`src/verilog/l1_cache_pkg.sv`:
```
// Geometry, access size codes and controller state codes for the L1 cache
// Fixed at 64 lines of 16 bytes with 32-bit addresses
// Only aligned accesses are supported
package l1_cache_pkg;

  // ======================================================================
  // Address and line geometry
  // ======================================================================

  localparam int unsigned word_bits   = 32;
  localparam int unsigned tag_bits    = 22;
  localparam int unsigned index_bits  = 6;
  localparam int unsigned offset_bits = 4;

  localparam int unsigned line_words  = 4;
  localparam int unsigned line_bytes  = line_words * 4;
  localparam int unsigned num_lines   = 64;

  // ======================================================================
  // Access size codes on core_type and mem_type
  // ======================================================================

  localparam logic [1:0] size_byte = 2'b00;
  localparam logic [1:0] size_half = 2'b01;
  localparam logic [1:0] size_word = 2'b10;

  // ======================================================================
  // Controller states
  // ======================================================================

  localparam logic [2:0] st_idle   = 3'd0;
  localparam logic [2:0] st_lookup = 3'd1;
  localparam logic [2:0] st_refill = 3'd2;
  localparam logic [2:0] st_fill   = 3'd3;
  localparam logic [2:0] st_write  = 3'd4;

  // ======================================================================
  // Cache line
  // ======================================================================

  // Word view for refill and read select
  // Byte view for lane merge, byte 0 is the low byte of word 0
  typedef union packed {
    logic [line_words-1:0][word_bits-1:0] words;
    logic [line_bytes-1:0][7:0]           bytes;
  } cache_line_u;

endpackage

```
`src/verilog/store_merge.sv`:
```
// Byte-enable generation and line merge for write hits and refill beats
// Store data is lane aligned as on the memory bus, so a byte store to
// offset 1 carries its byte in data[15:8]
`timescale 1ns/1ps

module store_merge (
  input  l1_cache_pkg::cache_line_u                old_line,
  input  logic [l1_cache_pkg::word_bits-1:0]       data,
  input  logic [1:0]                               size,
  input  logic [l1_cache_pkg::offset_bits-1:0]     offset,
  input  logic [1:0]                               beat,
  input  logic                                     fill,
  output l1_cache_pkg::cache_line_u                new_line,
  output logic [l1_cache_pkg::line_bytes-1:0]      byte_we
);
  import l1_cache_pkg::*;

  cache_line_u           store_line;
  logic [line_bytes-1:0] lane_we;
  logic [1:0]            word_sel;

  assign word_sel = offset[offset_bits-1:2];

  // Same word in every slot, the lane enables pick what is used
  assign store_line.words = {line_words{data}};

  always_comb
  begin
    lane_we = '0;
    case (size)
      size_byte: lane_we[offset] = 1'b1;
      size_half: lane_we[{word_sel, offset[1], 1'b0} +: 2] = 2'b11;
      size_word: lane_we[{word_sel, 2'b00} +: 4] = 4'hf;
      default:   lane_we = '0;
    endcase
  end

  always_comb
  begin
    new_line = old_line;
    if (fill)
    begin
      // Refill beat replaces one whole word
      new_line.words[beat] = data;
      byte_we = '1;
    end
    else
    begin
      for (int i = 0; i < line_bytes; i++)
      begin
        if (lane_we[i])
        begin
          new_line.bytes[i] = store_line.bytes[i];
        end
      end
      byte_we = lane_we;
    end
  end

endmodule

```
`config.mk`:
```
export PLATFORM = sky130hd
export DESIGN_NAME = store_merge
export DESIGN_NICKNAME = d
export VERILOG_FILES = /design/src/verilog/l1_cache_pkg.sv /design/src/verilog/store_merge.sv
export SDC_FILE = /design/constraint.sdc
export NUM_CORES = 1
export LEC_CHECK = 0
export ABC_AREA = 1
export BUFFER_PORTS_ARGS = -buffer_cell sky130_fd_sc_hd__buf_2
export CAP_MARGIN = 40
export CORE_AREA = 3 3 121 123
export DETAILED_ROUTE_END_ITERATION = 10
export DIE_AREA = 0 0 124 126
export GPL_ROUTABILITY_DRIVEN = 0
export PLACE_DENSITY = 0.6
export SLEW_MARGIN = 10
export SYNTH_ARGS = -nofsm -noshare
export SYNTH_HDL_FRONTEND = slang
export SYNTH_SLANG_ARGS = --single-unit
```
`constraint.sdc`:
```
create_clock -name vclk -period 6.3
set_clock_uncertainty 0.05 [all_clocks]
set_input_delay 0.945 -clock vclk [all_inputs]
set_output_delay 0.945 -clock vclk [all_outputs]
set_load 0.01 [all_outputs]
```
# After elaboration in Yosys (flattened, before gate mapping)
# Cells that the tools add are included.
dict set report classes {
  addsub 2
  order_cmp 4
  eq_ne 2
  shift 4
  n_mux 24
  bitwise 2
  reduce_logical 3
}
# cell count
set ops {}
lappend ops {{bitwise mux 128 bit} 1}
lappend ops {{two-way mux 128 bit} 1}
lappend ops {{two-way mux 8 bit} 16}
lappend ops {{demux 32 bit (select 2 bit)} 1}
lappend ops {{case mux 16 bit (3 select lines)} 1}
lappend ops {{AND 16 bit} 2}
lappend ops {{two-way mux 32 bit} 1}
lappend ops {{two-way mux 16 bit} 1}
lappend ops {{variable shift 2 x 6 -> 16 bit, first input constant} 1}
lappend ops {{variable shift 4 x 6 -> 16 bit, first input constant} 1}
lappend ops {{indexed part select 2 x 6 -> 16 bit, first input constant} 1}
lappend ops {{indexed part select 4 x 6 -> 16 bit, first input constant} 1}
lappend ops {{negation 4 -> 6 bit} 2}
lappend ops {{less-than comparator 4 x 5 -> 1 bit, second input constant} 1}
lappend ops {{demux 1 bit (select 4 bit)} 1}
lappend ops {{>= comparator 4 x 1 -> 1 bit, second input constant} 1}
lappend ops {{less-than comparator 2 x 3 -> 1 bit, second input constant} 1}
lappend ops {{== test 2 x 1 -> 1 bit, second input constant} 1}
lappend ops {{== test 2 bit, second input constant} 1}
lappend ops {{>= comparator 2 x 1 -> 1 bit, second input constant} 1}
lappend ops {{logical AND 1 bit} 2}
lappend ops {{logical NOT 2 bit} 1}
lappend ops {{two-way mux 1 bit} 1}
dict set report totals {
  ff_bits 0
  out_inout_bits 144
  word_cells 41
}

# Depth between registers and ports, before layout
# Gate-level depths: netlist of the first run.
dict set report depth {
  depth_word 7
  mapped_depth 12
  depth_no_buf 11
}

# Worst setup path before layout of the first run
# OpenSTA, ideal clock, no wires.
dict set report synth_path {
  kind {input port to output port}
  startpoint {in offset[1] in the netlist's numbering}
  endpoint {out new_line[10] in the netlist's numbering}
  arrival_ns 2.462
  required_ns 5.305
  slack_ns 2.843
  stages 12
  n_path_buf 2
  path_cell_list {inv_1 > ha_1 > ha_1 > inv_1 > nand2_1 > nor2_1 > nand3_1 > buf_2 > buf_2 > nand4_1 > nand3_1 > nand2_1}
}
# item line
set synth_lines {}
lappend synth_lines {{start: declaration} store_merge.sv:10} ;# input logic [l1_cache_pkg::offset_bits-1:0] offset,
lappend synth_lines {{end: declaration} store_merge.sv:13} ;# output l1_cache_pkg::cache_line_u new_line,

==> out/metrics.cfg, run 1 <==
[worst_setup_path]
critical_path_class = input pin to output pin
timing.critical_path.from = offset[1]
crit_path_max_fanout = 20
endpoint = new_line[75]
cp.arrival_ns = 3.10
critical_path.endpoint_type = output pin
timing.critical_path.required_ns = 5.30
critPathLaunchType = input pin

[drt]
post_drt_wl_per_cell_um = 16.5
remaining_drc_errors = 0
route.vias.total = 6174
routed_wirelength_um = 20100
initialDrtViolationCount = 577
drt-vias-per-instance = 5.07
ant_nets = 0
drt_pass1_iterations = 7

[sta]
grt_setup_unrepaired = no
post-route-min-period_ns = 4.10
timing.setup.tns_ns = 0
fmaxAchievable_mhz = 244
tightestPinTransition_ns = 0.736
drv_slew = 0
hold_violations = 0
final.period_utilization = 0.650
max_slew_margin = 0.509
setup_violations = 0

[global_route]
wire_length_of_the_first_global_routing_pass_um = 29600
first_global_vias = 5470
grt_max_degree = 47
grt_antenna_before_repair = 0
globalRouteTotalUtil = 0.234
grt.overflow.total = 0

[synth]
yosys_top_cell_by_area = nand2_1
yosysWarningCount = 0
synth_top_cell_area_share = 0.303
ys_top_cells_by_area = nand2_1 (30%), nand3_1 (18%), inv_1 (9.0%)
distinct_cells_synth = 22
synth_most_common_cell = nand2_1
post_synthesis_cell_count = 759
avgSynthCellArea_um2 = 5.00
synth_common_cells = nand2_1 (306), nand3_1 (139), inv_1 (91)
synth_seq_area_share = 0
synthesized_cell_area_um2 = 3790
syn-num-nets = 933

[clock_network]
cts_post_setup_buffers_inserted = 0
cts_hold_buf = 0
ctsResizeCount = 0

[power_and_ir_drop]
seq_power_share = 0
combinationalPowerShare = 1.000
p_leak_nw = 3.42
total_switching_power_mw = 0.288
power_per_cell_area_nw_per_um2 = 85.2
finalPower_mw = 0.468
netSwitchingFraction = 0.615
vdd_drop_max_uv = 33.0
p_int_mw = 0.180
clockPowerShare = 0

[floorplanning]
area_of_the_die_um2 = 15600
dieHeight_um = 126
io_pins = 313
die_x_um = 124
cell_row_count = 43
start_util = 0.275
total_core_area_um2 = 13800

[place]
dp_hpwl_um = 16100
port-buffer-count = 313

[final_layout]
final-seq-area_um2 = 0
n_antenna_cell = 0
finish.net_count = 1214
flops_and_latches = 0
syn2layout_area_growth_pct = 45.0
final_core_utilization = 0.399
clkbuf_count = 0
drive_gt1_frac = 0.360

[flow_run]
drv_cap = 0

[worst_hold_path]
hold_path_class = input pin to output pin

[run_status]
status = completed

## final cells by class
cell class	instances	area, um2
fillers	1619	8280
inverters	94	353
multi-input cells	623	3250
well taps	180	225
repair buffers	321	1670
## kinds of logic after synthesis
| logic type | share of synthesized area |
|---|---|
| AO/OA/AOI/OAI | 0.106 |
| buffers and inverters | 0.147 |
| adder cells (fa/ha/maj) | 0.0165 |
| AND/OR/NAND/NOR | 0.731 |
## power by group through the flow
stage	logic (mW)	clock network, mW	registers, mW
2_1_floorplan	0.256	0	0
3_3_place_gp	0.463	0	0
3_5_place_dp	0.469	0	0
4_1_cts	0.471	0	0
5_1_grt	0.517	0	0
6_report	0.468	0	0
## critical path, stage by stage
cell     delay (ns)
buf_2          0.14
inv_1          0.12
ha_1           0.23
ha_1           0.34
nand2_1        0.07
nor2_1         0.12
nand3_2        0.38
nand3_2        0.33
nand2_1        0.08
nand3_1        0.07
nand2_1        0.10
buf_2          0.16
## worst min-delay path by stage
stage / start / end / slack (ns) / cells after the start
2_1_floorplan: old_line[100] / new_line[100] / 1.96 / 2
6_report: old_line[62] / new_line[62] / 2.11 / 4
5_1_grt: old_line[109] / new_line[109] / 2.13 / 4
3_3_place_gp: old_line[102] / new_line[102] / 2.11 / 4
3_5_place_dp: old_line[55] / new_line[55] / 2.11 / 4
4_1_cts: old_line[96] / new_line[96] / 2.11 / 4
## layout by cell type (no fill, tap or decap), types with 13 or more instances in the layout
cell type and n:
buf_2 313, nand2_1 305, nand3_1 139, inv_1 91, nand4_1 54, o211ai_1 32, a21oi_1 16, o21ai_0 16
nand3_2 13
## routing by layer
layer	track usage	wire length, um
met1	0.298	7930
met2	0.430	10300
met3	0.0207	1490
met4	0.0387	395
met5	0	0
## metrics by stage
step | setup slack [ns] | cell area, um2 | std cells | hold slack [ns]
floorplan | 2.84 | 3790 | 759 | 1.96
global placement | 1.80 | 5430 | 1215 | 2.11
detailed placement | 2.22 | 5500 | 1218 | 2.11
CTS | 2.22 | 5500 | 1218 | 2.11
global route | 2.03 | 5500 | 1218 | 2.13
finish | 2.20 | 5500 | 1218 | 2.11
No activity file was read; power rests on OpenSTA's default activity.
==> run 2, diff against run 1 <==
--- a/config.mk
+++ b/config.mk
@@ -8,11 +8,11 @@
 export ABC_AREA = 1
 export BUFFER_PORTS_ARGS = -buffer_cell sky130_fd_sc_hd__buf_2
 export CAP_MARGIN = 40
-export CORE_AREA = 3 3 121 123
+export CORE_AREA = 3 3 119 121
 export DETAILED_ROUTE_END_ITERATION = 10
-export DIE_AREA = 0 0 124 126
+export DIE_AREA = 0 0 122 124
 export GPL_ROUTABILITY_DRIVEN = 0
-export PLACE_DENSITY = 0.6
+export PLACE_DENSITY = 0.62
 export SLEW_MARGIN = 10
 export SYNTH_ARGS = -nofsm -noshare
 export SYNTH_HDL_FRONTEND = slang
==> constraint.sdc (replaced) <==
create_clock -name vclk -period 4.1
set_clock_uncertainty 0.05 [all_clocks]
set_input_delay 0.615 -clock vclk [all_inputs]
set_output_delay 0.615 -clock vclk [all_outputs]
set_load 0.01 [all_outputs]
==> out/metrics.cfg, run 2 (same netlist as run 1, synthesis figures left out) <==
[sta]
grt_setup_unrepaired = no
fmaxAchievable_mhz = 282
hold_worst_slack_ns = 1.45  ; -0.658 ns
timing.setup.tns_ns = 0  ; unchanged
max_slew_margin = 0.480  ; -0.0282
hold_violations = 0  ; unchanged
drv_slew = 0  ; unchanged
tightestPinTransition_ns = 0.778  ; +0.0420 ns
setup_violations = 0  ; unchanged
post-route-min-period_ns = 3.55
final.period_utilization = 0.866

[global_route]
wire_length_of_the_first_global_routing_pass_um = 29100  ; -1.6%
first_global_vias = 5647  ; +3.2%
grt_antenna_before_repair = 1  ; +1
grt_max_degree = 55  ; +17%
globalRouteTotalUtil = 0.237  ; +0.00327
grt.overflow.total = 0  ; unchanged

[floorplanning]
start_util = 0.288  ; +0.0122
dieHeight_um = 124  ; -1.6%
die_x_um = 122  ; -1.6%
total_core_area_um2 = 13200  ; -4.2%
io_pins = 313  ; unchanged
cell_row_count = 42  ; -2.3%
area_of_the_die_um2 = 15100  ; -3.2%

[worst_setup_path]
critical_path_class = input pin to output pin
cp.arrival_ns = 2.88  ; -0.22 ns
crit_path_max_fanout = 11  ; -45%
critPathLaunchType = input pin
path_common_cell = nand2_1
timing.critical_path.required_ns = 3.43  ; -1.87 ns
cpPeakStageDelay_ns = 0.43  ; +0.05 ns
critical_path.endpoint_type = output pin
cp_slowest_cell = nand3_1
cp_cell_sequence = buf_2 > inv_1 > ha_1 > ha_1 > inv_1 > nand2_1 > nor2_1 > nand3_1 > nand3_2 > nand2_1 > nand3_1 > nand2_1 > buf_2

[power_and_ir_drop]
total_switching_power_mw = 0.439  ; +52%
p_int_mw = 0.276  ; +53%
vdd_drop_max_uv = 52.1  ; +58%
netSwitchingFraction = 0.614  ; -0.00135
clockPowerShare = 0  ; unchanged
p_leak_nw = 3.42  ; about the same
seq_power_share = 0  ; unchanged
combinationalPowerShare = 1.000  ; about the same
power_per_cell_area_nw_per_um2 = 130  ; +53%

[clock_network]
cts_hold_buf = 0  ; unchanged
cts_post_setup_buffers_inserted = 0  ; unchanged
ctsResizeCount = 0  ; unchanged

[drt]
ant_nets = 0  ; unchanged
post_drt_wl_per_cell_um = 16.1  ; -2.4%
drt-vias-per-instance = 5.13  ; +1.1%
routed_wirelength_um = 19600  ; -2.5%
initialDrtViolationCount = 586  ; +1.6%
drt_pass1_iterations = 7  ; unchanged
remaining_drc_errors = 0  ; unchanged
route.vias.total = 6234  ; +0.97%

[place]
port-buffer-count = 313  ; unchanged
dp_hpwl_um = 16000  ; -1.0%
dpl.cell_count = 1215  ; -0.25%

[final_layout]
final_cell_mix = buf_2 (313), nand2_1 (305), nand3_1 (139)
flops_and_latches = 0  ; unchanged
clkbuf_count = 0  ; unchanged
layout_commonest_cell = buf_2
multi_input_area_um2 = 3250  ; unchanged
fillers = 1544  ; -4.6%
drive_gt1_frac = 0.361  ; +0.000616
finish.net_count = 1215  ; +0.082%
post_layout_nonfiller_instances = 1216  ; -0.16%
final-seq-area_um2 = 0  ; unchanged
syn2layout_area_growth_pct = 44.7

[flow_run]
drv_cap = 0  ; unchanged

[worst_hold_path]
holdPathStages = 4  ; unchanged
hold_path_class = input pin to output pin

[run_status]
status = completed

[run 2: cell types whose count changed in the layout (fill, tap and decap cells not counted)]
cell | previous run | this run
buf_16 | 2 | 1
buf_8 | 1 | 0
buf_12 | 0 | 1
buf_4 | 5 | 7
diode_2 | 0 | 1
[run 2: area by class of cell]
cell class                 instances  area share
multi-input combinational        623       0.591
antenna                            1    0.000456
inverter                          94      0.0643
tap                              176      0.0401
timing repair buffer             322       0.304
[run 2: path summary, 6_finish.rpt]
| kind | from | to | slack [ns] |
|---|---|---|---|
| worst max-delay path | offset[1] | new_line[12] | 0.55 |
| worst min-delay path | old_line[60] | new_line[60] | 1.45 |
[run 2: per-stage QoR]
stage	total power [mW]	worst slack [ns]	area, um2	util
global route	0.793	0.305	5490	0.416
floorplan	0.393	1.30	3790	-
CTS	0.718	0.586	5490	0.416
global placement	0.711	0.648	5460	0.414
detailed placement	0.715	0.585	5490	0.416
finish	0.715	0.550	5490	0.416
[run 2: power by group through the flow]
| stage | combinational (mW) | clock (mW) | sequential (mW) |
|---|---|---|---|
| 2_1_floorplan | 0.393 | 0 | 0 |
| 3_3_place_gp | 0.711 | 0 | 0 |
| 3_5_place_dp | 0.715 | 0 | 0 |
| 4_1_cts | 0.718 | 0 | 0 |
| 5_1_grt | 0.793 | 0.0000000327 | 0 |
| 6_report | 0.715 | 0.0000000327 | 0 |
[run 2: metal layers]
layer	vias to the layer above	wire, um	global-route usage
met3	44	1580	0.0236
met2	334	9700	0.430
met4	0	665	0.0798
li1	3104	-	-
met1	2752	7620	0.294
met5	-	0	0
[run 2: critical path: cells and delay by family]
| kind | cells | cell delay (ns) |
|---|---|---|
| buffers and inverters | 4 | 0.52 |
| AND/OR/NAND/NOR | 7 | 1.16 |
| adder cells (fa/ha/maj) | 2 | 0.56 |
