File: config.mk
export PLATFORM = sky130hd
export DESIGN_NAME = cache_controller_flat
export DESIGN_NICKNAME = d
export VERILOG_FILES = /design/src/verilog/l1_cache_pkg.sv /design/src/verilog/cache_store_if.sv /design/src/verilog/cache_controller.sv /design/src/flat_wrapper.sv
export SDC_FILE = /design/constraint.sdc
export NUM_CORES = 1
export LEC_CHECK = 0
export BUFFER_PORTS_ARGS = -buffer_cell sky130_fd_sc_hd__clkbuf_2
export CAP_MARGIN = 20
export CORE_AREA = 2 2 327 329
export CTS_CLUSTER_DIAMETER = 150
export DETAILED_ROUTE_END_ITERATION = 12
export DIE_AREA = 0 0 329 331
export GPL_ROUTABILITY_DRIVEN = 0
export SLEW_MARGIN = 20
export SYNTH_ARGS = -nofsm -noshare
export SYNTH_HDL_FRONTEND = slang
export SYNTH_SLANG_ARGS = --single-unit
File: constraint.sdc
create_clock -name clk -period 8.7 [get_ports clk]
set_clock_uncertainty 0.2 [all_clocks]
set_input_delay 0.87 -clock clk [delete_from_list [all_inputs] [get_ports clk]]
set_output_delay 0.87 -clock clk [all_outputs]
set_load 0.02 [all_outputs]
File: src/verilog/l1_cache_pkg.sv
// Geometry, access size codes and controller state codes for the L1 cache
// Fixed at 64 lines of 16 bytes with 32-bit addresses
// Only aligned accesses are supported
package l1_cache_pkg;

  // ======================================================================
  // Address and line geometry
  // ======================================================================

  localparam int unsigned word_bits   = 32;
  localparam int unsigned tag_bits    = 22;
  localparam int unsigned index_bits  = 6;
  localparam int unsigned offset_bits = 4;

  localparam int unsigned line_words  = 4;
  localparam int unsigned line_bytes  = line_words * 4;
  localparam int unsigned num_lines   = 64;

  // ======================================================================
  // Access size codes on core_type and mem_type
  // ======================================================================

  localparam logic [1:0] size_byte = 2'b00;
  localparam logic [1:0] size_half = 2'b01;
  localparam logic [1:0] size_word = 2'b10;

  // ======================================================================
  // Controller states
  // ======================================================================

  localparam logic [2:0] st_idle   = 3'd0;
  localparam logic [2:0] st_lookup = 3'd1;
  localparam logic [2:0] st_refill = 3'd2;
  localparam logic [2:0] st_fill   = 3'd3;
  localparam logic [2:0] st_write  = 3'd4;

  // ======================================================================
  // Cache line
  // ======================================================================

  // Word view for refill and read select
  // Byte view for lane merge, byte 0 is the low byte of word 0
  typedef union packed {
    logic [line_words-1:0][word_bits-1:0] words;
    logic [line_bytes-1:0][7:0]           bytes;
  } cache_line_u;

endpackage

File: src/verilog/cache_store_if.sv
// Lookup, fill and update signals between the cache controller and storage
// Read results appear one cycle after rd_en and hold until the next read
// Writes land at the clock edge where the enables are high
`timescale 1ns/1ps

interface cache_store_if;
  import l1_cache_pkg::*;

  // Lookup
  logic [index_bits-1:0] index;
  logic                  rd_en;

  // Fill and write-hit update
  logic [tag_bits-1:0]   tag_wdata;
  cache_line_u           line_wdata;
  logic [line_bytes-1:0] byte_we;
  logic                  tag_we;
  logic                  valid_set;

  // Registered read results
  logic [tag_bits-1:0]   tag_rdata;
  cache_line_u           line_rdata;
  logic                  valid_rdata;

  modport ctrl (
    output index, rd_en,
    output tag_wdata, line_wdata, byte_we, tag_we, valid_set,
    input  tag_rdata, line_rdata, valid_rdata
  );

  modport store (
    input  index, rd_en,
    input  tag_wdata, line_wdata, byte_we, tag_we, valid_set,
    output tag_rdata, line_rdata, valid_rdata
  );

endinterface

File: src/verilog/cache_controller.sv
// Lookup, refill and write-through control for the direct-mapped cache
// One core request in flight, core fields held stable until completion
// Write misses go to memory only and do not allocate a line
`timescale 1ns/1ps

module cache_controller (
  input  logic                                 clk,
  input  logic                                 rst,
  input  logic [l1_cache_pkg::word_bits-1:0]   core_addr,
  input  logic                                 core_req,
  input  logic                                 core_write,
  input  logic [l1_cache_pkg::word_bits-1:0]   core_in,
  input  logic [1:0]                           core_type,
  output logic [l1_cache_pkg::word_bits-1:0]   core_out,
  output logic                                 core_wait,
  input  logic [l1_cache_pkg::word_bits-1:0]   mem_out,
  input  logic                                 mem_wait,
  output logic                                 mem_req,
  output logic                                 mem_write,
  output logic [l1_cache_pkg::word_bits-1:0]   mem_addr,
  output logic [l1_cache_pkg::word_bits-1:0]   mem_in,
  output logic [1:0]                           mem_type,
  cache_store_if.ctrl                          store,
  output l1_cache_pkg::cache_line_u            merge_old_line,
  output logic [l1_cache_pkg::word_bits-1:0]   merge_data,
  output logic [1:0]                           merge_size,
  output logic [l1_cache_pkg::offset_bits-1:0] merge_offset,
  output logic [1:0]                           merge_beat,
  output logic                                 merge_fill,
  input  l1_cache_pkg::cache_line_u            merge_line,
  input  logic [l1_cache_pkg::line_bytes-1:0]  merge_byte_we
);
  import l1_cache_pkg::*;

  logic [2:0]             state_q;
  logic                   write_q;
  logic                   hit_q;
  logic [1:0]             beat_q;
  logic                   req_pending_q;
  logic [tag_bits-1:0]    tag_q;
  logic [index_bits-1:0]  index_q;
  logic [offset_bits-1:0] offset_q;
  logic [word_bits-1:0]   data_q;
  logic [1:0]             type_q;
  cache_line_u            line_q;
  logic [word_bits-1:0]   out_q;
  logic                   accept;
  logic                   hit;
  logic                   beat_done;
  logic [word_bits-1:0]   lookup_word;

  assign accept      = (state_q == st_idle) && core_req;
  assign hit         = store.valid_rdata && (store.tag_rdata == tag_q);
  assign beat_done   = (state_q == st_refill) && !req_pending_q && !mem_wait;
  assign lookup_word = store.line_rdata.words[offset_q[offset_bits-1:2]];

  // ======================================================================
  // State machine
  // ======================================================================

  always_ff @(posedge clk or posedge rst)
  begin
    if (rst)
    begin
      state_q       <= st_idle;
      write_q       <= 1'b0;
      hit_q         <= 1'b0;
      beat_q        <= 2'd0;
      req_pending_q <= 1'b0;
    end
    else
    begin
      case (state_q)
        st_idle:
        begin
          if (core_req)
          begin
            state_q <= st_lookup;
            write_q <= core_write;
            beat_q  <= 2'd0;
          end
        end
        st_lookup:
        begin
          hit_q <= hit;
          if (write_q)
            state_q <= st_write;
          else if (!hit)
            state_q <= st_refill;
          else
            state_q <= st_idle;
        end
        st_refill:
        begin
          // Next beat is requested one cycle after the previous one ends
          if (req_pending_q)
          begin
            req_pending_q <= 1'b0;
          end
          else if (!mem_wait)
          begin
            beat_q <= beat_q + 2'd1;
            if (beat_q == 2'd3)
              state_q <= st_fill;
            else
              req_pending_q <= 1'b1;
          end
        end
        st_fill:  state_q <= st_idle;
        st_write:
        begin
          if (!mem_wait)
            state_q <= st_idle;
        end
        default:  state_q <= st_idle;
      endcase
    end
  end

  // Request fields, line buffer and returned word
  always_ff @(posedge clk)
  begin
    if (accept)
    begin
      tag_q    <= core_addr[word_bits-1 -: tag_bits];
      index_q  <= core_addr[offset_bits +: index_bits];
      offset_q <= core_addr[offset_bits-1:0];
      data_q   <= core_in;
      type_q   <= core_type;
    end
    if (state_q == st_lookup)
    begin
      line_q <= store.line_rdata;
      if (!write_q && hit)
        out_q <= lookup_word;
    end
    if (beat_done)
    begin
      line_q <= merge_line;
      if (beat_q == offset_q[offset_bits-1:2])
        out_q <= mem_out;
    end
  end

  // ======================================================================
  // Core and memory ports
  // ======================================================================

  always_comb
  begin
    case (state_q)
      st_idle:   core_wait = core_req;
      st_lookup: core_wait = write_q || !hit;
      st_fill:   core_wait = 1'b0;
      st_write:  core_wait = mem_wait;
      default:   core_wait = 1'b1;
    endcase
  end

  // Hit data bypasses out_q in the lookup cycle
  assign core_out  = (state_q == st_lookup) ? lookup_word : out_q;

  assign mem_req   = ((state_q == st_lookup) && (write_q || !hit))
                   || ((state_q == st_refill) && req_pending_q);
  assign mem_write = write_q && ((state_q == st_lookup) || (state_q == st_write));
  assign mem_addr  = write_q ? {tag_q, index_q, offset_q}
                             : {tag_q, index_q, beat_q, 2'b00};
  assign mem_in    = data_q;
  assign mem_type  = write_q ? type_q : size_word;

  // ======================================================================
  // Storage and merge unit
  // ======================================================================

  assign store.index      = (state_q == st_idle) ? core_addr[offset_bits +: index_bits]
                                                 : index_q;
  assign store.rd_en      = accept;
  assign store.tag_wdata  = tag_q;
  assign store.line_wdata = (state_q == st_fill) ? line_q : merge_line;
  assign store.byte_we    = ((state_q == st_fill)
                            || ((state_q == st_write) && hit_q && !mem_wait))
                            ? merge_byte_we : '0;
  assign store.tag_we     = (state_q == st_fill);
  assign store.valid_set  = (state_q == st_fill);

  assign merge_old_line = line_q;
  assign merge_data     = write_q ? data_q : mem_out;
  assign merge_size     = type_q;
  assign merge_offset   = offset_q;
  assign merge_beat     = beat_q;
  assign merge_fill     = (state_q == st_refill) || (state_q == st_fill);

endmodule

File: src/flat_wrapper.sv
// flat-port wrapper written by rule: the top's interface ports become plain ports
module cache_controller_flat import l1_cache_pkg::*;
  (clk, rst, core_addr, core_req, core_write, core_in, core_type, core_out, core_wait, mem_out, mem_wait, mem_req, mem_write, mem_addr, mem_in, mem_type, merge_old_line, merge_data, merge_size, merge_offset, merge_beat, merge_fill, merge_line, merge_byte_we, store_index, store_rd_en, store_tag_wdata, store_line_wdata, store_byte_we, store_tag_we, store_valid_set, store_tag_rdata, store_line_rdata, store_valid_rdata);
  cache_store_if store_i ();
  input  logic clk;
  input  logic rst;
  input  logic [l1_cache_pkg::word_bits-1:0] core_addr;
  input  logic core_req;
  input  logic core_write;
  input  logic [l1_cache_pkg::word_bits-1:0] core_in;
  input  logic [1:0] core_type;
  output logic [l1_cache_pkg::word_bits-1:0] core_out;
  output logic core_wait;
  input  logic [l1_cache_pkg::word_bits-1:0] mem_out;
  input  logic mem_wait;
  output logic mem_req;
  output logic mem_write;
  output logic [l1_cache_pkg::word_bits-1:0] mem_addr;
  output logic [l1_cache_pkg::word_bits-1:0] mem_in;
  output logic [1:0] mem_type;
  output l1_cache_pkg::cache_line_u merge_old_line;
  output logic [l1_cache_pkg::word_bits-1:0] merge_data;
  output logic [1:0] merge_size;
  output logic [l1_cache_pkg::offset_bits-1:0] merge_offset;
  output logic [1:0] merge_beat;
  output logic merge_fill;
  input  l1_cache_pkg::cache_line_u merge_line;
  input  logic [l1_cache_pkg::line_bytes-1:0] merge_byte_we;
  output wire logic [$bits(store_i.index)-1:0] store_index;
  output wire logic [$bits(store_i.rd_en)-1:0] store_rd_en;
  output wire logic [$bits(store_i.tag_wdata)-1:0] store_tag_wdata;
  output wire logic [$bits(store_i.line_wdata)-1:0] store_line_wdata;
  output wire logic [$bits(store_i.byte_we)-1:0] store_byte_we;
  output wire logic [$bits(store_i.tag_we)-1:0] store_tag_we;
  output wire logic [$bits(store_i.valid_set)-1:0] store_valid_set;
  input wire logic [$bits(store_i.tag_rdata)-1:0] store_tag_rdata;
  input wire logic [$bits(store_i.line_rdata)-1:0] store_line_rdata;
  input wire logic [$bits(store_i.valid_rdata)-1:0] store_valid_rdata;
  assign store_index = store_i.index;
  assign store_rd_en = store_i.rd_en;
  assign store_tag_wdata = store_i.tag_wdata;
  assign store_line_wdata = store_i.line_wdata;
  assign store_byte_we = store_i.byte_we;
  assign store_tag_we = store_i.tag_we;
  assign store_valid_set = store_i.valid_set;
  assign store_i.tag_rdata = store_tag_rdata;
  assign store_i.line_rdata = store_line_rdata;
  assign store_i.valid_rdata = store_valid_rdata;
  cache_controller u_core (.clk(clk), .rst(rst), .core_addr(core_addr), .core_req(core_req), .core_write(core_write), .core_in(core_in), .core_type(core_type), .core_out(core_out), .core_wait(core_wait), .mem_out(mem_out), .mem_wait(mem_wait), .mem_req(mem_req), .mem_write(mem_write), .mem_addr(mem_addr), .mem_in(mem_in), .mem_type(mem_type), .store(store_i), .merge_old_line(merge_old_line), .merge_data(merge_data), .merge_size(merge_size), .merge_offset(merge_offset), .merge_beat(merge_beat), .merge_fill(merge_fill), .merge_line(merge_line), .merge_byte_we(merge_byte_we));
endmodule
# Yosys cells after proc, flatten, opt, wreduce, memory -nomap -nowiden
# Cells that the tools add are included.
# word_totals
ff_bits	234
latchBits	0
ram_bits	0
mem_bits_ro	0
in_bits	398
output_inout_bits	445
wordCells	82
memories	0
# classes
addsub	1
multipliers	0
div_mod_pow	0
order_cmp	1
eq_ne	12
n_shift	0
n_mux	31
bitwise_logic	0
n_reduce_logical	25
# ops
op	count
2-to-1 mux 128 bit	3
2-to-1 mux 32 bit	7
binary-select mux 32 bit (select 2 bit)	1
== test 22 bit	1
2-to-1 mux 3 bit	6
2-to-1 mux 16 bit	1
case mux 3 bit (4 select lines)	1
logical AND 1 bit	10
2-to-1 mux 2 bit	5
inequality test 2 bit (second input constant)	5
== test 3 x 2 -> 1 bit (second input constant)	2
2-to-1 mux 6 bit	1
logical OR 1 bit	5
AND reduction 5 bit	1
zero test 1 bit	4
2-to-1 mux 4 bit	1
case mux 1 bit (4 select lines)	1
case mux 2 bit (2 select lines)	1
AND reduction 4 bit	1
nonzero test 2 bit	2
== test 3 x 1 -> 1 bit (second input constant)	1
== test 3 bit (second input constant)	1
zero test 3 bit	1
< comparator 2 x 3 -> 1 bit (second input constant)	1
other kinds (5)	7

# Depth between registers and ports, before layout
# Gate-level depths: netlist of run 1.
# logic_depth
ltp_word	7
mapped_depth	8
ltp_nobuf	5

# Worst setup path after synthesis of run 1
# OpenSTA, ideal clock, no wires.
# synth_path
path_type	input port to flip-flop
start	in mem_wait
end	reg u_core.line_q, in the netlist u_core.merge_old_line[0], enable pin
setup_time_ns	1.107
arrival_ns	3.815
t_required_ns	7.393
slack_ns	3.578
cell_stages	5
n_path_buf	2
cell_sequence	nor2_1 nand3_1 buf_2 buf_1 nand2_1
# synth_between
elab_chain_len	3
# synth_rtl
element	line	text
from (decl)	flat_wrapper.sv:15	input logic mem_wait;
zero test 1 bit	cache_controller.sv:54	assign beat_done = (state_q == st_refill) && !req_pending_q && !mem_wait;
logical AND 1 bit	cache_controller.sv:54	
nonzero test 2 bit (no source line)	--	
to (signal assigned)	cache_controller.sv:133	line_q <= store.line_rdata;
to (signal assigned)	cache_controller.sv:139	line_q <= merge_line;
to (decl)	cache_controller.sv:45	cache_line_u line_q;
# Every way passes these cells.
# A chain may end at the register's enable or synchronous reset.

# Worst setup path in the final report of run 1
# layout_path
start	reg u_core.state_q[1]
end	out store_line_wdata[51]
# layout_between
elab_chain_len	2
# layout_rtl
element	line	text
from (decl)	cache_controller.sv:35	logic [2:0] state_q;
from (signal assigned)	cache_controller.sv:65	state_q <= st_idle;
from (signal assigned)	cache_controller.sv:78	state_q <= st_lookup;
from (signal assigned)	cache_controller.sv:87	state_q <= st_write;
== test 3 x 2 -> 1 bit	cache_controller.sv:179	assign store.line_wdata = (state_q == st_fill) ? line_q : merge_line;
2-to-1 mux 128 bit	cache_controller.sv:179	
to (decl)	flat_wrapper.sv:32	output wire logic [$bits(store_i.line_wdata)-1:0] store_line_wdata;
# Every way passes these cells.

==> results of run 1 <==
[power by group through the flow]
stage	sequential (mW)	combinational, mW	clock, mW
global placement	2.03	2.85	0
floorplan	2.24	1.40	0
detailed placement	2.04	2.86	0
CTS	2.02	2.87	1.50
global route	2.06	3.00	1.53
finish	2.02	2.83	1.44
[sequential cells by signal (all words and copies together), names as in the netlist]
name and count:
u_core.merge_size 2, u_core.req_pending_q 1, u_core.out_q 32, u_core.merge_offset 4, u_core.merge_old_line 128, u_core.state_q 3, u_core.write_q 1, u_core.merge_beat 2
u_core.index_q 6, u_core.mem_in 32, u_core.store.tag_wdata 22, u_core.hit_q 1
[cell usage in the layout, fill, tap and decap left out, types with 3 or more instances in the layout]
master,instances
and2_1,3
and2_4,3
buf_4,19
bufinv_16,4
clkbuf_1,10
clkbuf_16,35
clkbuf_2,842
clkinv_2,3
clkinv_4,3
dfrtp_1,7
dfxtp_1,32
diode_2,8
edfxtp_1,194
mux2_2,298
mux4_2,32
nand2_1,163
nand3_1,3
nand4_1,37
nor2_1,4
nor2b_1,19
o211ai_1,32
o21ai_0,5
xnor2_1,23
[metal layers]
| metal | global-route usage | share of wire | routed length (µm) |
|---|---|---|---|
| met1 | 0.162 | 0.41 | 31100 |
| met2 | 0.208 | 0.46 | 35200 |
| met3 | 0.0436 | 0.095 | 7230 |
| met4 | 0.0467 | 0.031 | 2360 |
| met5 | 0 | 0.00099 | 75 |
[through the flow]
stage	total power, mW	area, µm²	instances	util
global route	6.59	19800	3203	0.188
floorplan	3.65	13000	984	-
CTS	6.38	19700	3199	0.188
detailed placement	4.90	18600	3139	0.177
global placement	4.89	18600	3139	0.177
finish	6.29	19800	3207	0.188
[path summary, 6_finish.rpt]
kind,cells past startpoint,start,slack [ps],endpoint
setup / recovery,5,u_core.state_q[1],4110,store_line_wdata[51]
hold / removal,2,rst,70,u_core.merge_beat[0]
setup reg to reg,4,u_core.state_q[1],5170,u_core.merge_old_line[116]
hold reg to reg,2,u_core.out_q[22],280,u_core.out_q[22]
max in group asynchronous,2,rst,7910,u_core.write_q
min in group clk,2,u_core.out_q[22],280,u_core.out_q[22]
[logic make-up (layout without fill, tap and decap cells)]
logic type,Yosys count,after routing,share of synthesized area
AOI/OAI and AO/OA,45,45,0.0247
and+or+nand+nor,251,251,0.0904
other,0,8,0
adders and majority gates,1,1,0.000964
DFF,234,234,0.514
buffers and inverters,98,922,0.0391
xor gates and xnor gates,25,25,0.0169
muxes,330,330,0.314
[final cells by class]
| cell class | count | area (µm²) |
|---|---|---|
| sequential | 234 | 6670 |
| clock inverter | 14 | 186 |
| inverter | 1 | 3.75 |
| multi-input combinational | 652 | 5860 |
| tap | 1391 | 1740 |
| fill | 11600 | 85200 |
| clock buffer | 46 | 927 |
| antenna | 8 | 20.0 |
| timing repair buffer | 861 | 4360 |
==> flow_summary.json, run 1 <==
{
  "cp_max_fo": 68,
  "ios": 843,
  "yosys.cell_count.top_type": "mux2_2",
  "nets": 2183,
  "ys_top_cells_by_count": "mux2_2, edfxtp_1, nand2_1, nand4_1, buf_2",
  "clockRootBuffer": "clkbuf_16",
  "power_density_nw_per_um2": 318,
  "yosysSeqAreaShare": 0.514,
  "syn_area_per_cell_um2": 13.2,
  "cp-end-kind": "output pin",
  "drt_pass1_iterations": 5,
  "crit_path_start_kind": "register",
  "start_util": 0.124,
  "path_class": "register to output pin",
  "drc": 0,
  "yosysTopAreaCell": "edfxtp_1",
  "rsz0062_at_grt": "no",
  "hold_violations": 0,
  "first_iter_violations": 774,
  "vias": 12100,
  "cts_tree": "yes",
  "htreeDepth": 2,
  "numCtsBuffers": 34,
  "switchingPower_mw": 2.79,
  "whs_ps": 72.9,
  "status": "finished, final reports clean",
  "slew_headroom": 0.222,
  "ys_warn_count": 0,
  "worstPathCellList": "nor2b_1, and2_4, buf_4, mux2_2, clkbuf_2",
  "irDropWorstVdd_mv": 0.230,
  "routed_wl_um": 76000,
  "synth_nets": 1383,
  "num_rows": 119,
  "seqPwrFrac": 0.321,
  "grt_start_max_net_pins": 69,
  "ctsResizeCount": 0,
  "slew_viol_final": 0,
  "clkPwrFrac": 0.230,
  "synth_top_area_share": 0.449,
  "fin_crit_sh": 0.528,
  "dp_slack_ps": 4550,
  "cp_num_buf_inv": 2,
  "synthDistinctLibCells": 39,
  "dieArea_um2": 109000,
  "postCtsHoldBufs": 0,
  "clk_latency_ps": 560,
  "syn_area_um2": 13000,
  "async_reset_ff_frac": 0.0342,
  "fin_ws_ps": 4110,
  "fmax_mhz": 218,
  "cts_buffer_depth": 3,
  "core_area_um2": 105000,
  "die_h_um": 331,
  "grt_overflow": 0,
  "post_cts_buffers": 0,
  "wl_per_cell_um": 23.7,
  "slowest_stage": "buf_4",
  "port_buffers": 842,
  "syn_inst": 984,
  "required_ps": 7630,
  "grt_usage": 0.130,
  "synth_flop_cell": "edfxtp_1",
  "cap_violations": 0,
  "drive_gt1_frac": 0.693,
  "pwr-share-comb": 0.449,
  "crit_family": "buffers and inverters",
  "worst_pin_slew_ps": 1170,
  "clock_sinks": 234,
  "p_sw_frac": 0.444,
  "grt_pass1_vias": 11700,
  "fin_crit_ps": 4590,
  "ant_nets": 0,
  "antenna_found_initial": 19,
  "leakagePower_nw": 8.36,
  "crit_arrival_ps": 3520,
  "synthTopCellsByArea": "edfxtp_1, mux2_2, mux4_2",
  "cp_slowest_stage_delay_ps": 730,
  "synth_edf_count": 194,
  "path_clk_slew_ps": 60,
  "syn_to_final_growth_pct": 52.3,
  "hp-class": "input pin to async pin",
  "setup_viol": 0,
  "die_w_um": 329,
  "grt_pass1_wl_um": 96200,
  "vias_per_cell": 3.78,
  "dp_hpwl_um": 61600,
  "ys_seq_elements": 234,
  "intPower_mw": 3.50,
  "tns_ps": 0
}
Note: power is estimated with default switching activity, not from simulation.
==> inputs of run 2 (changes only) <==
clock period = 4.4 ns   (was 8.7 ns; I/O delays follow)
==> run 2 against run 1 <==
- design area increased by 18%
- count of clock-buffer cells in the layout decreased by 13
- register-to-register slack got worse by 4200 ps
- core utilization increased by 3.4 points
- setup slack got worse by 3300 ps
- die area unchanged
- sequential cell count unchanged
==> flow_summary.json, run 2 (synthesis results as in run 1) <==
{
  "clock_sinks": 234,
  "port_buffers": 842,
  "cap_violations": 0,
  "vias_per_cell": 3.82,
  "grt_usage": 0.134,
  "grt_use_met3": 0.0337,
  "numCtsBuffers": 30,
  "core_area_um2": 105000,
  "slew_viol_final": 0,
  "path_class": "register to output pin",
  "clk_latency_ps": 610,
  "cp-end-kind": "output pin",
  "worstPathCellList": "xnor2_1, nand4_1, or2_2, nor3b_1, o21ai_0, clkbuf_2",
  "layout_commonest_cell": "clkbuf_2",
  "placed_cell_area_um2": 18700,
  "cp_num_buf_inv": 1,
  "fmax_mhz": 279,
  "cp_max_fo": 3,
  "ant_nets": 0,
  "irDropWorstVdd_mv": 0.414,
  "dieArea_um2": 109000,
  "path_clk_slew_ps": 70,
  "largest_reg_flops": 128,
  "leakagePower_nw": 9.83,
  "cts_tree": "yes",
  "ctsResizeCount": 0,
  "grt_start_max_net_pins": 71,
  "hold_violations": 0,
  "antenna_found_initial": 13,
  "crit_path_start_kind": "register",
  "drive_gt1_frac": 0.587,
  "rsz0062_at_grt": "no",
  "dp_hpwl_um": 60700,
  "slowest_stage": "nor3b_1",
  "fin_area_um2": 23300,
  "start_util": 0.124,
  "mostFrequentLayoutCells": "clkbuf_2, dlygate4sd3_1, mux2_2, edfxtp_1, nand2_1",
  "ios": 843,
  "die_h_um": 331,
  "vias": 13600,
  "crit_family": "simple AND/OR/NAND/NOR gates",
  "fill_cells": 11200,
  "num_rows": 119,
  "required_ps": 3760,
  "first_iter_violations": 922,
  "worst_pin_slew_ps": 990,
  "tns_ps": 0,
  "cp_slowest_stage_delay_ps": 600,
  "hp-class": "input pin to register",
  "drc": 0,
  "fin_crit_sh": 0.814,
  "grt_pass1_wl_um": 103000,
  "nets": 2530,
  "met1_usage": 0.166,
  "setup_viol": 0,
  "die_w_um": 329,
  "fin_crit_ps": 3580,
  "status": "finished, final reports clean",
  "htreeDepth": 1,
  "grt_pass1_vias": 13800,
  "power_density_nw_per_um2": 551,
  "slew_headroom": 0.340,
  "use_met2": 0.224,
  "utilization": 0.222,
  "drt_pass1_iterations": 5,
  "top_usage_layer": "met2",
  "cts_buffer_depth": 3,
  "syn_to_final_growth_pct": 79.5,
  "wl_per_cell_um": 22.3,
  "routed_wl_um": 79100,
  "grt_overflow": 0,
  "clockRootBuffer": "clkbuf_16",
  "crit_arrival_ps": 2940
}
## run 2: area by class of cell
type,instances,area (µm²),area share
flip-flops and latches,234,6670,0.286
clock buffers,33,793,0.0341
clock inverters,23,293,0.0126
multi-input cells,652,5860,0.252
repair buffers,1212,7910,0.339
well taps,1391,1740,0.0747
diodes,9,22.5,0.000967
inverters,1,3.75,0.000161
## run 2: repair_timing
action | in CTS | in global routing
endpoints found under the hold margin | 235 | 0
buffers inserted | 0 | 0
hold buffers | 345 | 0
## run 2: worst paths after layout
path	startpoint	slack [ps]	depth (start not counted)	to
min	store_line_rdata[99]	30	2	u_core.merge_old_line[99]
max reg2reg	u_core.state_q[2]	990	6	u_core.merge_old_line[78]
min in group asynchronous	rst	140	3	u_core.write_q
max in group asynchronous	rst	3570	3	u_core.write_q
max	u_core.store.tag_wdata[13]	820	6	mem_req
min reg2reg	u_core.out_q[6]	280	2	u_core.out_q[6]
## run 2: through the flow
step                hold WS [ps]  std cells  setup slack, ps  total power, mW
floorplan                   55.7        984              732             7.17
global placement             188       3145             1220             9.72
detailed placement           199       3145             1250             9.75
CTS                         2.56       3546              562             13.0
global route                15.5       3548              587             13.4
finish                      26.4       3555              817             12.8
## run 2: where the power goes
part / switching (mW) / internal (mW)
combinational: 3.93 / 2.21
clock: 1.12 / 1.66
sequential: 0.583 / 3.35
## run 2: routing by layer
layer,vias to the layer above,part of all wire
met3,149,0.072
met5,-,0.00062
met4,8,0.044
li1,6004,-
met1,6684,0.41
met2,721,0.47
## run 2: worst register-to-register path: cells and delay by family (launching register included)
family                 cells  cell delay, ps
AND/OR/NAND/NOR            2             330
flip-flops                 1             550
buffers and inverters      3            1560
multiplexers               1             510
==> inputs of run 3 (changes only) <==
clock period = 3.15 ns   (was 4.4 ns; I/O delays follow)
==> run 3 against run 2 <==
- sequential cell count unchanged
- first-iteration DRC count decreased by 16%
- setup slack got worse by 740 ps
==> flow_summary.json, run 3 (synthesis results as in run 1) <==
{
  "worst_pin_slew_ps": 968,
  "path_clk_slew_ps": 60,
  "fin_crit_sh": 0.977,
  "antenna_found_initial": 15,
  "drt_pass1_iterations": 5,
  "slew_viol_final": 0,
  "cp_max_fo": 44,
  "numCtsBuffers": 31,
  "routed_wl_um": 80400,
  "wl_per_cell_um": 22.4,
  "crit_path_start_kind": "register",
  "hp-class": "input pin to register",
  "min_to": "u_core.merge_old_line[98]",
  "grt_start_max_net_pins": 100,
  "drive_gt1_frac": 0.586,
  "fin_crit_ps": 3080,
  "status": "finished, final reports clean",
  "mostFrequentLayoutCells": "clkbuf_2, dlygate4sd3_1, mux2_2, edfxtp_1, nand2_1",
  "hold_violations": 0,
  "dieArea_um2": 109000,
  "nets": 2570,
  "vias_per_cell": 3.77,
  "ant_nets": 0,
  "cap_violations": 0,
  "layout_commonest_cell": "clkbuf_2",
  "cts_buffer_depth": 3,
  "stdcell_count": 3595,
  "holdPathStages": 2,
  "drc": 0,
  "rr_worst_depth": 8,
  "use_met2": 0.233,
  "clockRootBuffer": "clkbuf_16",
  "slew_headroom": 0.354,
  "irDropWorstVdd_mv": 0.764,
  "syn_to_final_growth_pct": 83.1,
  "grt_pass1_wl_um": 105000,
  "dp_hpwl_um": 63300,
  "setup_viol": 0,
  "met1_usage": 0.172,
  "vias": 13600,
  "cp-end-kind": "output pin",
  "core_area_um2": 105000,
  "rsz0062_at_grt": "yes",
  "r2r_start": "u_core.store.tag_wdata[2]",
  "cts_tree": "yes",
  "fin_area_um2": 23800,
  "first_iter_violations": 774,
  "crit_arrival_ps": 2560,
  "port_buffers": 842,
  "ios": 843,
  "fmax_mhz": 325,
  "die_w_um": 329,
  "grt_use_met3": 0.0319,
  "clock_sinks": 234,
  "top_usage_layer": "met2",
  "dpl.cell_count": 3161,
  "leakagePower_nw": 10.0,
  "hp-start": "store_line_rdata[98]",
  "required_ps": 2630,
  "slowest_stage": "dfrtp_2",
  "clk_latency_ps": 620,
  "largest_reg_flops": 128,
  "tns_ps": 0,
  "placed_cell_area_um2": 18900,
  "die_h_um": 331,
  "r2r-end": "u_core.out_q[0]",
  "grt_overflow": 0,
  "grt_usage": 0.137,
  "start_util": 0.124,
  "htreeDepth": 1,
  "r2r_slack_ps": 110,
  "fill_cells": 11200,
  "power_density_nw_per_um2": 761,
  "num_rows": 119,
  "cp_slowest_stage_delay_ps": 490,
  "grt_pass1_vias": 13700,
  "path_class": "register to output pin",
  "worstPathCellList": "nor2b_1, and2_4, buf_16, mux2_2, clkbuf_2"
}
==> run 3: changes by cell type in the layout (fill, tap and decap cells not counted), sizes merged <==
cell         previous run  this run
buf                    25        46
clkinv                 12        10
clkbuf                875       880
inv                     4         2
diode                   9         8
bufinv                  6         5
dlygate4sd3           345       365
==> run 3: layout make-up <==
class	instances	area [µm²]	area share
Antenna cell	8	20.0	0.000843
Clock buffer	40	830	0.0349
Timing Repair Buffer	1251	8360	0.352
Clock inverter	18	228	0.00959
Tap cell	1391	1740	0.0733
Multi-Input combinational cell	652	5900	0.248
Inverter	1	3.75	0.000158
Sequential cell	234	6670	0.281
==> run 3: timing repair <==
action | 4_1_cts | 5_1_grt
endpoints found under the hold margin | 240 | 0
hold buffers | 365 | 0
endpoints found under the setup margin | 14 | 7
buffers inserted | 0 | 3
resized for setup | 7 | 13
pin swaps | 1 | 4
cloned | 0 | 0
==> run 3: worst max path at each step <==
stage / start / endpoint / depth (start not counted)
detailed placement: u_core.store.tag_wdata[5] / u_core.out_q[16] / 7
finish: u_core.state_q[2] / store_line_wdata[3] / 5
CTS: u_core.store.tag_wdata[6] / core_wait / 7
global route: u_core.store.tag_wdata[2] / core_wait / 7
floorplan: u_core.state_q[2] / u_core.write_q / 4
global placement: u_core.store.tag_wdata[5] / core_wait / 7
==> run 3: layer usage <==
| metal | vias up | part of all wire |
|---|---|---|
| met5 | - | 0.00080 |
| met4 | 10 | 0.030 |
| met3 | 113 | 0.077 |
| met2 | 691 | 0.48 |
| met1 | 6681 | 0.41 |
| li1 | 6074 | - |
==> run 3: report_power, final <==
part	internal, mW	switching (mW)
Clock	2.26	1.57
Sequential	4.69	0.761
Combinational	3.27	5.52
Total	10.2	7.85
==> run 3: critical path: cells and delay by family (launching register included) <==
| kind | cells | cell delay [ps] |
|---|---|---|
| AND/OR/NAND/NOR | 2 | 460 |
| flip-flops | 1 | 490 |
| multiplexers | 1 | 460 |
| buffers and inverters | 2 | 440 |
==> run 3: through the flow <==
| stage | setup WS [ps] | hold slack, ps | total power [mW] | util |
|---|---|---|---|---|
| after floorplan | 247 | -69.3 | 9.98 | - |
| after global placement | 436 | 60.9 | 13.7 | 0.180 |
| after detailed placement | 506 | 66.5 | 13.7 | 0.180 |
| after CTS | 6.06 | 6.36 | 18.3 | 0.225 |
| after global routing | -75.0 | 48.6 | 18.9 | 0.226 |
| final | 72.3 | 50.2 | 18.1 | 0.226 |
